==> config.mk <==
export PLATFORM = sky130hd
export DESIGN_NAME = proc
export DESIGN_NICKNAME = d
export VERILOG_FILES = /design/src/source/cpu16_pkg.sv /design/src/source/stage_if.sv /design/src/source/proc.sv /design/src/source/memory_wb.sv /design/src/source/execute.sv /design/src/source/hazard_unit.sv /design/src/source/decode.sv /design/src/source/fetch.sv
export SDC_FILE = /design/constraint.sdc
export NUM_CORES = 1
export LEC_CHECK = 0
export ABC_AREA = 1
export BUFFER_PORTS_ARGS = -buffer_cell sky130_fd_sc_hd__clkbuf_2
export CAP_MARGIN = 20
export CORE_MARGIN = 1
export CORE_UTILIZATION = 50
export CTS_CLUSTER_SIZE = 20
export DETAILED_ROUTE_END_ITERATION = 10
export HOLD_SLACK_MARGIN = 0.05
export PLACE_DENSITY_LB_ADDON = 0.25
export SLEW_MARGIN = 5
export SYNTH_ARGS = -nofsm -noshare
export SYNTH_HDL_FRONTEND = slang
export SYNTH_SLANG_ARGS = --single-unit
==> constraint.sdc <==
create_clock -name clk -period 5.7 [get_ports clk]
set_input_delay 0.57 -clock clk [delete_from_list [all_inputs] [get_ports clk]]
set_output_delay 0.57 -clock clk [all_outputs]
set_load 0.03 [all_outputs]
==> src/source/cpu16_pkg.sv <==
// ###################
// cpu16 shared definitions
// opcodes, instruction field positions, widths and stage selects
// ###################

package cpu16_pkg;

   // datapath and register file sizes
   localparam int data_w    = 16;
   localparam int reg_count = 8;
   localparam int reg_w     = 3;

   // instruction field positions
   localparam int op_lsb = 12;
   localparam int op_w   = 4;
   localparam int rd_lsb = 9;
   localparam int rs_lsb = 6;
   localparam int rt_lsb = 3;
   localparam int imm6_w = 6;
   localparam int imm9_w = 9;

   // encodings 4'ha to 4'he are illegal
   typedef enum logic [op_w-1:0] {
      op_nop  = 4'h0,
      op_add  = 4'h1,
      op_sub  = 4'h2,
      op_and  = 4'h3,
      op_xor  = 4'h4,
      op_addi = 4'h5,
      op_lbi  = 4'h6,
      op_ld   = 4'h7,
      op_st   = 4'h8,
      op_beqz = 4'h9,
      op_halt = 4'hf
   } opcode_e;

   // what the write-back stage puts into the register file
   typedef enum logic [1:0] {
      wb_none,
      wb_alu,
      wb_mem
   } wb_src_e;

   // operand source picked by the forwarding logic in execute
   typedef enum logic [1:0] {
      fwd_reg,
      fwd_exmem,
      fwd_memwb
   } fwd_sel_e;

endpackage
==> src/source/stage_if.sv <==
// ###################
// stage bundle
// one in-flight instruction between two pipeline stages
// ###################
`timescale 1ns/1ps

interface stage_if
   import cpu16_pkg::*;
();
   logic              valid;
   opcode_e           op;
   logic [reg_w-1:0]  rd;
   // rs and rt hold the register indices that were read into a and b
   logic [reg_w-1:0]  rs;
   logic [reg_w-1:0]  rt;
   logic [data_w-1:0] a;
   logic [data_w-1:0] b;
   logic [data_w-1:0] imm;
   logic [data_w-1:0] pc_plus_two;
   wb_src_e           wb_src;
   logic [data_w-1:0] result;

   modport src (output valid, op, rd, rs, rt, a, b, imm, pc_plus_two, wb_src, result);
   modport dst (input valid, op, rd, rs, rt, a, b, imm, pc_plus_two, wb_src, result);

endinterface

==> src/source/proc.sv <==
// ###################
// cpu16 top level
// five-stage pipeline with memory and trace ports
// ###################
`timescale 1ns/1ps

module proc
   import cpu16_pkg::*;
(
   input  logic              clk,
   input  logic              rst,
   input  logic [data_w-1:0] imem_data,
   input  logic              dmem_ready,
   input  logic [data_w-1:0] dmem_rdata,
   output logic [data_w-1:0] imem_addr,
   output logic              dmem_valid,
   output logic              dmem_write,
   output logic [data_w-1:0] dmem_addr,
   output logic [data_w-1:0] dmem_wdata,
   output logic              wb_valid,
   output logic [reg_w-1:0]  wb_dst,
   output logic [data_w-1:0] wb_data,
   output logic              halt,
   output logic              err
);

   logic              if_valid;
   logic [data_w-1:0] if_instr;
   logic [data_w-1:0] if_pc_plus_two;
   logic              load_stall;
   logic              mem_stall;
   logic              flush;
   logic [data_w-1:0] redirect_pc;
   logic              exmem_fwd_valid;
   logic [reg_w-1:0]  exmem_fwd_dst;
   logic [data_w-1:0] exmem_fwd_data;

   stage_if id_ex ();
   stage_if ex_mem ();

   fetch fetch0 (
      .clk            (clk),
      .rst            (rst),
      .stall          (load_stall | mem_stall),
      .flush          (flush),
      .redirect_pc    (redirect_pc),
      .halt           (halt),
      .imem_data      (imem_data),
      .imem_addr      (imem_addr),
      .if_valid       (if_valid),
      .if_instr       (if_instr),
      .if_pc_plus_two (if_pc_plus_two)
   );

   decode decode0 (
      .clk            (clk),
      .rst            (rst),
      .if_valid       (if_valid),
      .if_instr       (if_instr),
      .if_pc_plus_two (if_pc_plus_two),
      .load_stall     (load_stall),
      .mem_stall      (mem_stall),
      .flush          (flush),
      .wb_valid       (wb_valid),
      .wb_dst         (wb_dst),
      .wb_data        (wb_data),
      .err            (err),
      .out            (id_ex.src)
   );

   // load in execute against the instruction in decode
   hazard_unit hazard0 (
      .id_instr   (if_instr),
      .id_valid   (if_valid),
      .ex_op      (id_ex.op),
      .ex_rd      (id_ex.rd),
      .ex_valid   (id_ex.valid),
      .load_stall (load_stall)
   );

   execute execute0 (
      .clk             (clk),
      .rst             (rst),
      .mem_stall       (mem_stall),
      .in              (id_ex.dst),
      .exmem_fwd_valid (exmem_fwd_valid),
      .exmem_fwd_dst   (exmem_fwd_dst),
      .exmem_fwd_data  (exmem_fwd_data),
      .wb_valid        (wb_valid),
      .wb_dst          (wb_dst),
      .wb_data         (wb_data),
      .out             (ex_mem.src),
      .flush           (flush),
      .redirect_pc     (redirect_pc)
   );

   memory_wb memory_wb0 (
      .clk             (clk),
      .rst             (rst),
      .in              (ex_mem.dst),
      .dmem_ready      (dmem_ready),
      .dmem_rdata      (dmem_rdata),
      .dmem_valid      (dmem_valid),
      .dmem_write      (dmem_write),
      .dmem_addr       (dmem_addr),
      .dmem_wdata      (dmem_wdata),
      .mem_stall       (mem_stall),
      .exmem_fwd_valid (exmem_fwd_valid),
      .exmem_fwd_dst   (exmem_fwd_dst),
      .exmem_fwd_data  (exmem_fwd_data),
      .wb_valid        (wb_valid),
      .wb_dst          (wb_dst),
      .wb_data         (wb_data),
      .halt            (halt)
   );

endmodule

==> src/source/memory_wb.sv <==
// ###################
// memory and write-back
// data memory handshake, MEM/WB register and halt
// ###################
`timescale 1ns/1ps

module memory_wb
   import cpu16_pkg::*;
(
   input  logic              clk,
   input  logic              rst,
   stage_if.dst              in,
   input  logic              dmem_ready,
   input  logic [data_w-1:0] dmem_rdata,
   output logic              dmem_valid,
   output logic              dmem_write,
   output logic [data_w-1:0] dmem_addr,
   output logic [data_w-1:0] dmem_wdata,
   output logic              mem_stall,
   output logic              exmem_fwd_valid,
   output logic [reg_w-1:0]  exmem_fwd_dst,
   output logic [data_w-1:0] exmem_fwd_data,
   output logic              wb_valid,
   output logic [reg_w-1:0]  wb_dst,
   output logic [data_w-1:0] wb_data,
   output logic              halt
);

   logic              retire;
   logic [data_w-1:0] wb_sel;

   // request fields come straight from EX/MEM, which is frozen while waiting
   assign dmem_valid = in.valid && (in.op == op_ld || in.op == op_st);
   assign dmem_write = in.op == op_st;
   assign dmem_addr  = in.result;
   assign dmem_wdata = in.b;
   assign mem_stall  = dmem_valid && !dmem_ready;

   assign retire = in.valid && !mem_stall;

   // load data is not ready yet, so only alu writers forward from here
   assign exmem_fwd_valid = in.valid && in.wb_src == wb_alu;
   assign exmem_fwd_dst   = in.rd;
   assign exmem_fwd_data  = in.result;

   assign wb_sel = (in.wb_src == wb_mem) ? dmem_rdata : in.result;

   always_ff @(posedge clk) begin
      if (rst) begin
         wb_valid <= 1'b0;
         halt     <= 1'b0;
      end else begin
         wb_valid <= retire && in.wb_src != wb_none;
         if (retire && in.op == op_halt) begin
            halt <= 1'b1;
         end
      end
   end

   always_ff @(posedge clk) begin
      wb_dst  <= in.rd;
      wb_data <= wb_sel;
   end

endmodule

==> src/source/execute.sv <==
// ###################
// execute stage
// forwarding, ALU, branch resolve and EX/MEM register
// ###################
`timescale 1ns/1ps

module execute
   import cpu16_pkg::*;
(
   input  logic              clk,
   input  logic              rst,
   input  logic              mem_stall,
   stage_if.dst              in,
   input  logic              exmem_fwd_valid,
   input  logic [reg_w-1:0]  exmem_fwd_dst,
   input  logic [data_w-1:0] exmem_fwd_data,
   input  logic              wb_valid,
   input  logic [reg_w-1:0]  wb_dst,
   input  logic [data_w-1:0] wb_data,
   stage_if.src              out,
   output logic              flush,
   output logic [data_w-1:0] redirect_pc
);

   fwd_sel_e          sel_a;
   fwd_sel_e          sel_b;
   logic [data_w-1:0] a_val;
   logic [data_w-1:0] b_val;
   logic [data_w-1:0] alu_res;
   logic              taken;

   // youngest producer wins
   function automatic fwd_sel_e pick_fwd(input logic [reg_w-1:0] src);
      fwd_sel_e sel;
      if (exmem_fwd_valid && exmem_fwd_dst == src) begin
         sel = fwd_exmem;
      end else if (wb_valid && wb_dst == src) begin
         sel = fwd_memwb;
      end else begin
         sel = fwd_reg;
      end
      return sel;
   endfunction

   function automatic logic [data_w-1:0] fwd_value(input fwd_sel_e sel,
                                                   input logic [data_w-1:0] reg_val);
      case (sel)
         fwd_exmem: return exmem_fwd_data;
         fwd_memwb: return wb_data;
         default:   return reg_val;
      endcase
   endfunction

   always_comb begin
      sel_a = pick_fwd(in.rs);
      sel_b = pick_fwd(in.rt);
      a_val = fwd_value(sel_a, in.a);
      b_val = fwd_value(sel_b, in.b);
   end

   always_comb begin
      case (in.op)
         op_add:       alu_res = a_val + b_val;
         op_sub:       alu_res = a_val - b_val;
         op_and:       alu_res = a_val & b_val;
         op_xor:       alu_res = a_val ^ b_val;
         op_lbi:       alu_res = in.imm;
         // addi and the load/store address share the adder
         op_addi, op_ld, op_st: alu_res = a_val + in.imm;
         default:      alu_res = '0;
      endcase
   end

   // not-taken prediction, redirect only when the branch leaves execute
   assign taken       = in.valid && in.op == op_beqz && a_val == '0;
   assign flush       = taken && !mem_stall;
   assign redirect_pc = in.pc_plus_two + {in.imm[data_w-2:0], 1'b0};

   always_ff @(posedge clk) begin
      if (rst) begin
         out.valid <= 1'b0;
      end else if (!mem_stall) begin
         out.valid <= in.valid;
      end
   end

   always_ff @(posedge clk) begin
      if (!mem_stall) begin
         out.op          <= in.op;
         out.rd          <= in.rd;
         out.rs          <= in.rs;
         out.rt          <= in.rt;
         out.a           <= a_val;
         // store data rides in b
         out.b           <= b_val;
         out.imm         <= in.imm;
         out.pc_plus_two <= in.pc_plus_two;
         out.wb_src      <= in.wb_src;
         out.result      <= alu_res;
      end
   end

endmodule

==> src/source/hazard_unit.sv <==
// ###################
// hazard unit
// one-cycle stall for a load followed by a dependent instruction
// ###################
`timescale 1ns/1ps

module hazard_unit
   import cpu16_pkg::*;
(
   input  logic [data_w-1:0] id_instr,
   input  logic              id_valid,
   input  opcode_e           ex_op,
   input  logic [reg_w-1:0]  ex_rd,
   input  logic              ex_valid,
   output logic              load_stall
);

   opcode_e id_op;
   logic    uses_rs;
   logic    uses_rt;
   logic    uses_rd;
   logic    hit;

   assign id_op = opcode_e'(id_instr[op_lsb +: op_w]);

   // which fields the decoding instruction actually reads
   always_comb begin
      uses_rs = id_op inside {op_add, op_sub, op_and, op_xor, op_addi, op_ld, op_st};
      uses_rt = id_op inside {op_add, op_sub, op_and, op_xor};
      uses_rd = id_op inside {op_st, op_beqz};
   end

   assign hit = (uses_rs && id_instr[rs_lsb +: reg_w] == ex_rd)
             || (uses_rt && id_instr[rt_lsb +: reg_w] == ex_rd)
             || (uses_rd && id_instr[rd_lsb +: reg_w] == ex_rd);

   assign load_stall = id_valid && ex_valid && ex_op == op_ld && hit;

endmodule

==> src/source/decode.sv <==
// ###################
// instruction decode
// field split, register file read, control and ID/EX register
// ###################
`timescale 1ns/1ps

module decode
   import cpu16_pkg::*;
(
   input  logic              clk,
   input  logic              rst,
   input  logic              if_valid,
   input  logic [data_w-1:0] if_instr,
   input  logic [data_w-1:0] if_pc_plus_two,
   input  logic              load_stall,
   input  logic              mem_stall,
   input  logic              flush,
   input  logic              wb_valid,
   input  logic [reg_w-1:0]  wb_dst,
   input  logic [data_w-1:0] wb_data,
   output logic              err,
   stage_if.src              out
);

   logic [data_w-1:0] regs [reg_count];
   opcode_e           op;
   logic [reg_w-1:0]  rd;
   logic [reg_w-1:0]  ra;
   logic [reg_w-1:0]  rb;
   logic [data_w-1:0] imm6_ext;
   logic [data_w-1:0] imm9_ext;
   logic [data_w-1:0] rd_a;
   logic [data_w-1:0] rd_b;
   wb_src_e           wb_src;
   logic              legal;
   logic              halt_seen;
   logic              issue;

   assign op = opcode_e'(if_instr[op_lsb +: op_w]);
   assign rd = if_instr[rd_lsb +: reg_w];

   assign imm6_ext = {{(data_w - imm6_w){if_instr[imm6_w-1]}}, if_instr[imm6_w-1:0]};
   assign imm9_ext = {{(data_w - imm9_w){if_instr[imm9_w-1]}}, if_instr[imm9_w-1:0]};

   // beqz tests rd, st stores rd
   assign ra = (op == op_beqz) ? rd : if_instr[rs_lsb +: reg_w];
   assign rb = (op == op_st) ? rd : if_instr[rt_lsb +: reg_w];

   always_comb begin
      legal = 1'b1;
      case (op)
         op_add, op_sub, op_and, op_xor, op_addi, op_lbi: wb_src = wb_alu;
         op_ld: wb_src = wb_mem;
         op_nop, op_st, op_beqz, op_halt: wb_src = wb_none;
         default: begin
            wb_src = wb_none;
            legal  = 1'b0;
         end
      endcase
   end

   // register file, a same-cycle write is seen by the read
   assign rd_a = (wb_valid && wb_dst == ra) ? wb_data : regs[ra];
   assign rd_b = (wb_valid && wb_dst == rb) ? wb_data : regs[rb];

   always_ff @(posedge clk) begin
      if (wb_valid) begin
         regs[wb_dst] <= wb_data;
      end
   end

   // nothing younger than a halt leaves decode
   assign issue = if_valid && legal && !load_stall && !flush && !halt_seen;

   always_ff @(posedge clk) begin
      if (rst) begin
         out.valid <= 1'b0;
         halt_seen <= 1'b0;
         err       <= 1'b0;
      end else begin
         if (if_valid && !legal && !flush && !halt_seen) begin
            err <= 1'b1;
         end
         if (!mem_stall) begin
            out.valid <= issue;
            if (issue && op == op_halt) begin
               halt_seen <= 1'b1;
            end
         end
      end
   end

   always_ff @(posedge clk) begin
      if (!mem_stall) begin
         out.op          <= op;
         out.rd          <= rd;
         out.rs          <= ra;
         out.rt          <= rb;
         out.a           <= rd_a;
         out.b           <= rd_b;
         out.imm         <= (op == op_lbi || op == op_beqz) ? imm9_ext : imm6_ext;
         out.pc_plus_two <= if_pc_plus_two;
         out.wb_src      <= wb_src;
         // filled in by execute
         out.result      <= '0;
      end else begin
         // held operands pick up a write that retires during the stall
         if (wb_valid && wb_dst == out.rs) begin
            out.a <= wb_data;
         end
         if (wb_valid && wb_dst == out.rt) begin
            out.b <= wb_data;
         end
      end
   end

endmodule

==> src/source/fetch.sv <==
// ###################
// instruction fetch
// program counter and IF/ID register
// ###################
`timescale 1ns/1ps

module fetch
   import cpu16_pkg::*;
(
   input  logic              clk,
   input  logic              rst,
   input  logic              stall,
   input  logic              flush,
   input  logic [data_w-1:0] redirect_pc,
   input  logic              halt,
   input  logic [data_w-1:0] imem_data,
   output logic [data_w-1:0] imem_addr,
   output logic              if_valid,
   output logic [data_w-1:0] if_instr,
   output logic [data_w-1:0] if_pc_plus_two
);

   logic [data_w-1:0] pc;
   logic [data_w-1:0] pc_plus_two;
   logic              advance;

   assign pc_plus_two = pc + 16'd2;
   assign imem_addr   = pc;
   assign advance     = !stall && !halt;

   // branch redirect wins over a held pc
   always_ff @(posedge clk) begin
      if (rst) begin
         pc       <= '0;
         if_valid <= 1'b0;
      end else if (flush) begin
         pc       <= redirect_pc;
         if_valid <= 1'b0;
      end else if (advance) begin
         pc       <= pc_plus_two;
         if_valid <= 1'b1;
      end
   end

   always_ff @(posedge clk) begin
      if (advance) begin
         if_instr       <= imem_data;
         if_pc_plus_two <= pc_plus_two;
      end
   end

endmodule

==> flow_summary.toml, run 1 <==
[status]
status = "finished clean"

[sta]
fin_ws_ns = 1.04
hold_viol = 0
setup-tns-final_ns = 0
max_clock_freq_ghz = 0.215
period_minus_slack_ns = 4.66
setup_viol = 0
skew_ns = 0.0204
final_max_slew_viol_count = 0
finalCritPeriodShare = 0.818
worst_pin_slew_ns = 0.958
grt_setup_unrepaired = "no"
relSlewSlack = 0.360

[critical_path]
r2r-end = "execute0.out.result[12]"
cp_common_cell = "nand2_1"
cp_slowest_cell = "edfxtp_1"
startpoint_type = "flip-flop"
cp_top_family = "compound AO/OA/AOI/OAI gates"
crit_cells = 28
critPathMaxStageDelay_ns = 0.45
cp-endpoint = "execute0.out.result[12]"
reg2reg_slack_ns = 1.04
worst-path-buf-inv = 4
path_max_fanout = 27
critPathRequiredTime_ns = 5.95
cp.arrival_ns = 4.91
ff2ff_path_depth = 28
crit_path_start = "execute0.out.rd[2]"
crit_path_end_kind = "flip-flop"
rr_startpoint = "execute0.out.rd[2]"
crit_type = "flip-flop to flip-flop"

[clock_tree]
clkTransAtPathRegs_ns = 0.06
ctsHoldBuffers = 0
cts.sinks = 315
post_cts_buffers = 0
cts_resized = 0
cts_root_buf = "clkbuf_16"
cts.path.max_buffers = 3
worstSkewPairLatency_ns = 0.52
htree_levels = 2
cts_buffers = 36
cts_tree = "done"

[synthesis]
synth_edf_count = 273
synth_seq_cells = 315
ys_types = 67
synth_nets = 1826
ys.flop_type = "edfxtp_1"
avgSynthCellArea_um2 = 9.67
synth_xor_area_frac = 0.0218
synth_cells = 1742
synth_compound_area_frac = 0.157
synthArstFlopShare = 0
yosys_warnings = 0
synthMuxAreaShare = 0.00669
yosys.area_share.adder = 0.0373
synth_top_family_by_area = "simple AND/OR/NAND/NOR gates"
syn_area_mm2 = 0.0168
yosysSeqAreaShare = 0.537
synth-simple-area-share = 0.180

[route]
drt_iter0_drc = 1331
firstDrtPassIters = 6
vias = 13500
drtAntennaViolNets = 0
via_per_inst = 5.86
drt-wirelength-per-cell_um = 20.4
totalWireLength_um = 47000
drc = 0

[run]
cap_violations = 0

[placement]
dp_cells = 2241
place.gp.congestion = 0.926
hpwl_um = 31800
port_buffers = 106
pre_cts_ws_ns = 1.19

[min_path]
worstHoldPathType = "primary input to flip-flop"

[pwr]
power_leakage_uw = 0.00758
vdd_ir_drop_max_mv = 0.208
p_per_area_mw_per_mm2 = 339

[floorplanning]
die-area_mm2 = 0.0344
rows = 66
die_x_um = 186
initial_core_util = 0.512
io_pins = 107
design.core.area_mm2 = 0.0329
die_y_um = 186

[global_routing]
grt_antenna_before_repair = 0
grt_util_all_layers = 0.277
grt_max_degree = 65
grt_pass1_wl_um = 72600
grt_pass1_vias = 13200
overflow = 0

[final_layout]
instances_no_fill = 2305
finalNetCount = 1921
fill_cells = 2887
utilization = 0.574
multi_input_area_mm2 = 0.00682
diodes = 0
syn_to_final_growth_pct = 12.0
drive_above_1_share = 0.168
seqCellArea_mm2 = 0.00904
==> cell usage in the layout (no fill, tap or decap), types with 8 or more instances in the layout <==
| cell | count |
|---|---|
| nand3_1 | 67 |
| o21ai_1 | 39 |
| nand4_1 | 11 |
| nor2_2 | 12 |
| a21oi_1 | 107 |
| o22ai_1 | 26 |
| o221ai_1 | 31 |
| mux2_2 | 10 |
| nor2_4 | 8 |
| xor2_1 | 28 |
| dfxtp_1 | 42 |
| nor3_1 | 15 |
| inv_2 | 17 |
| buf_4 | 27 |
| nand3_2 | 24 |
| nor2_1 | 184 |
| xnor2_1 | 12 |
| edfxtp_1 | 273 |
| nand2_1 | 271 |
| clkbuf_2 | 106 |
| nand2_2 | 9 |
| clkbuf_16 | 36 |
| ha_1 | 47 |
| o211ai_1 | 11 |
| o21ai_0 | 179 |
| inv_1 | 141 |
| clkbuf_1 | 11 |
| a21oi_2 | 9 |
==> routing by layer <==
metal	vias up	track usage	wire, um
met5	-	0	0
met2	617	0.458	22400
met3	88	0.0450	3640
met4	0	0.0926	1230
met1	6474	0.369	19700
li1	6326	-	-
==> how the worst min path moves through the flow <==
stage	startpoint	end	cells past startpoint
after floorplan	fetch0.if_instr[0]	decode0.out.imm[0]	0
after global placement	fetch0.if_pc_plus_two[5]	decode0.out.pc_plus_two[5]	0
after detailed placement	decode0.out.wb_src[0]	execute0.out.wb_src[0]	0
after CTS	imem_data[6]	fetch0.if_instr[6]	1
after global routing	imem_data[5]	fetch0.if_instr[5]	1
final	imem_data[6]	fetch0.if_instr[6]	1
==> power by group <==
group / total [uW] / leakage, uW / internal (uW) / switching, uW
registers: 2990 / 0.00313 / 2750 / 240
logic: 1210 / 0.00391 / 383 / 831
clock network: 2200 / 0.000543 / 1290 / 913
==> registers in the layout (all words and copies together), names as in the netlist, 3 cells and up <==
name and count:
decode0.out.a 16, decode0.out.b 16, decode0.out.imm 9, decode0.out.op 4, decode0.out.pc_plus_two 16, decode0.out.rd 3
decode0.out.rs 3, decode0.out.rt 3, decode0.regs 128, execute0.out.b 16, execute0.out.op 4, execute0.out.rd 3
execute0.out.result 16, fetch0.if_instr 16, fetch0.if_pc_plus_two 16, fetch0.imem_addr 16, memory_wb0.wb_data 16, memory_wb0.wb_dst 3
==> final cells by class <==
| cell class | count | share of cell area |
|---|---|---|
| well taps | 442 | 0.0293 |
| clock buffers | 49 | 0.0514 |
| clock inverters | 15 | 0.00729 |
| multi-input cells | 1188 | 0.361 |
| repair buffers | 133 | 0.0389 |
| flip-flops and latches | 315 | 0.479 |
| inverters | 163 | 0.0328 |
==> kinds of logic (layout without fill, tap and decap cells) <==
kind of cell	after synthesis	after routing
AO/OA/AOI/OAI	445	445
AND/OR/NAND/NOR	643	643
flip-flops	315	315
XOR/XNOR	41	41
buffers and inverters	239	360
adder cells (fa/ha/maj)	49	49
multiplexers	10	10
==> stage by stage <==
step	area, um^2	total power, uW	hold slack [ns]
after floorplan	16800	3790	0.400
after global placement	17800	4210	0.402
after detailed placement	17800	4230	0.405
after CTS	18900	6410	0.207
after global routing	18900	6650	0.210
final	18900	6400	0.217
==> cell usage after synthesis (all sizes together) (2+ instances only) <==
library cell | count | area [um^2]
a211oi | 3 | 27.5
a21boi | 2 | 15.0
a21oi | 116 | 614
a221oi | 5 | 43.8
a22o | 2 | 17.5
a22oi | 5 | 37.5
and3 | 2 | 12.5
buf | 34 | 248
clkbuf | 42 | 158
dfxtp | 42 | 841
edfxtp | 273 | 8200
fa | 2 | 40.0
ha | 47 | 588
inv | 162 | 613
mux2 | 10 | 113
nand2 | 286 | 1140
nand3 | 96 | 663
nand3b | 4 | 30.0
nand4 | 11 | 68.8
nor2 | 205 | 873
nor3 | 17 | 95.1
nor4 | 3 | 18.8
o2111ai | 2 | 17.5
o211ai | 16 | 145
o21ai | 223 | 1130
o221ai | 34 | 317
o22ai | 26 | 163
o31ai | 4 | 30.0
or2 | 16 | 100
xnor2 | 12 | 105
xor2 | 29 | 262
No activity file was read; power rests on OpenSTA's default activity.
==> inputs of run 2 (changes only) <==
==> constraint.sdc (replaced) <==
create_clock -name clk -period 4.4 [get_ports clk]
set_input_delay 0.44 -clock clk [delete_from_list [all_inputs] [get_ports clk]]
set_output_delay 0.44 -clock clk [all_outputs]
set_load 0.03 [all_outputs]
==> flow_summary.toml, run 2 (synthesis results as in run 1) <==
[final_layout]
utilization = 0.581
largest-register = "decode0.regs"
syn_to_final_growth_pct = 13.4
design_area_mm2 = 0.0191
drive_above_1_share = 0.181
final_common_cell = "edfxtp_1"
instances_no_fill = 2320
finalNetCount = 1936
largest_reg_flops = 128
fill_cells = 2833
diodes = 0
layout_common_cells = "edfxtp_1 (273), nand2_1 (270), nor2_1 (183), o21ai_0 (178), inv_1 (141)"

[clock_tree]
post_cts_buffers = 0
cts_root_buf = "clkbuf_16"
worstSkewPairLatency_ns = 0.52
cts_tree = "done"
htree_levels = 2
cts_resized = 0
cts.path.max_buffers = 3
ctsHoldBuffers = 0
cts_buffers = 36
cts.sinks = 315
clkTransAtPathRegs_ns = 0.06

[sta]
skew_ns = 0.0129
final_max_slew_viol_count = 0
hold-worst-slack_ns = 0.0886
max_clock_freq_ghz = 0.243
hold_viol = 0
setup_viol = 0
worst_pin_slew_ns = 0.803
finalCritPeriodShare = 0.935
period_minus_slack_ns = 4.11
relSlewSlack = 0.464

[critical_path]
cp_slowest_cell = "or4_1"
critPathMaxStageDelay_ns = 0.56
cp.arrival_ns = 4.38
path_max_fanout = 7
r2r-end = "execute0.out.result[11]"
worst-path-buf-inv = 1
critPathRequiredTime_ns = 4.66
ff2ff_path_depth = 22
crit_path_end_kind = "flip-flop"
reg2reg_slack_ns = 0.29
rr_startpoint = "execute0.out.rd[1]"
cp_top_family = "simple AND/OR/NAND/NOR gates"
worstPathCellList = "nand2_1, nand2_1, nor2_1, nand2_2, buf_4, nand2_4, nor2_1, nor2_2, ha_2, nand2_2, or4_1, o21ai_1, nand3_1, nand2_1, ha_4, nand2_1, nor2_2, nand3_1, o2111ai_2, or2_2, nand3_1, nand2_1"
startpoint_type = "flip-flop"
cp_common_cell = "nand2_1"
crit_type = "flip-flop to flip-flop"

[global_routing]
overflow = 0
grt_util_all_layers = 0.281
grt_antenna_before_repair = 0
grt_pass1_vias = 13000
grt_pass1_wl_um = 73100
grt_max_degree = 65

[pwr]
vdd_ir_drop_max_mv = 0.252
p_per_area_mw_per_mm2 = 443
power_leakage_uw = 0.00768

[run]
cap_violations = 0

[route]
drt-wirelength-per-cell_um = 20.4
drtAntennaViolNets = 0
vias = 13400
firstDrtPassIters = 5
totalWireLength_um = 47400
via_per_inst = 5.78
drc = 0
drt_iter0_drc = 1407

[min_path]
hold_path_startpoint = "imem_data[9]"
whs_path_depth = 1
worstHoldPathType = "primary input to flip-flop"
min_to = "fetch0.if_instr[9]"

[status]
status = "finished clean"

[floorplanning]
die-area_mm2 = 0.0344
rows = 66
die_x_um = 186
initial_core_util = 0.512
io_pins = 107
design.core.area_mm2 = 0.0329
die_y_um = 186

[placement]
dpl-instance-area_mm2 = 0.0179
hpwl_um = 32100
port_buffers = 106
dp_cells = 2256
place.gp.congestion = 0.925
## run 2: cell count changes in the layout (fill, tap and decap cells not counted), sizes merged
cell and change:
buf +15, clkbuf -4, clkinv +2, clkinvlp +3
inv -2, bufinv +1
## run 2: area by class of cell
type / instances / area, um^2 / area share
tap: 442 / 553 / 0.0290
timing repair buffer: 148 / 858 / 0.0450
clock inverter: 19 / 178 / 0.00931
inverter: 163 / 626 / 0.0328
multi-input combinational: 1188 / 6860 / 0.359
clock buffer: 45 / 977 / 0.0512
sequential: 315 / 9040 / 0.474
## run 2: metal layers
metal,GRT usage,share of wire,up-vias
li1,-,-,6350
met1,0.376,0.42,6348
met2,0.458,0.47,601
met3,0.0458,0.083,110
met4,0.106,0.033,0
met5,0,0,-
## run 2: worst register-to-register path, cell delays in order, from the launching register on
cell and delay [ns]:
edfxtp_1 0.43, nand2_1 0.10, nand2_1 0.05, nor2_1 0.16
nand2_2 0.14, buf_4 0.20, nand2_4 0.09, nor2_1 0.06
nor2_2 0.17, ha_2 0.23, nand2_2 0.08, or4_1 0.57
o21ai_1 0.17, nand3_1 0.09, nand2_1 0.13, ha_4 0.23
nand2_1 0.13, nor2_2 0.07, nand3_1 0.10, o2111ai_2 0.18
or2_2 0.32, nand3_1 0.11, nand2_1 0.07
## run 2: report_power, final
group / internal (uW) / switching [uW] / total [uW]
clock: 1750 / 1210 / 2960
sequential: 3560 / 297 / 3860
combinational: 527 / 1120 / 1650
## run 2: how the worst max path moves through the flow
stage                         endpoint            startpoint  slack, ns  cells after the start
2_1_floorplan      fetch0.imem_addr[2]    execute0.out.op[0]       0.39                     13
3_3_place_gp   execute0.out.result[11]  memory_wb0.wb_dst[2]       0.35                     22
3_5_place_dp   execute0.out.result[11]    execute0.out.rd[1]       0.24                     22
4_1_cts        execute0.out.result[11]  memory_wb0.wb_dst[2]       0.22                     22
5_1_grt        execute0.out.result[15]     decode0.out.rt[1]     -0.002                     25
6_report       execute0.out.result[11]    execute0.out.rd[1]       0.29                     22
## run 2: stage by stage
step	TNS [ns]	total power (uW)	setup slack, ns
3_3_place_gp	0	5500	0.351
5_1_grt	-0.00246	8800	-0.00246
4_1_cts	0	8450	0.222
6_report	0	8460	0.285
2_1_floorplan	0	4910	0.391
3_5_place_dp	0	5520	0.237
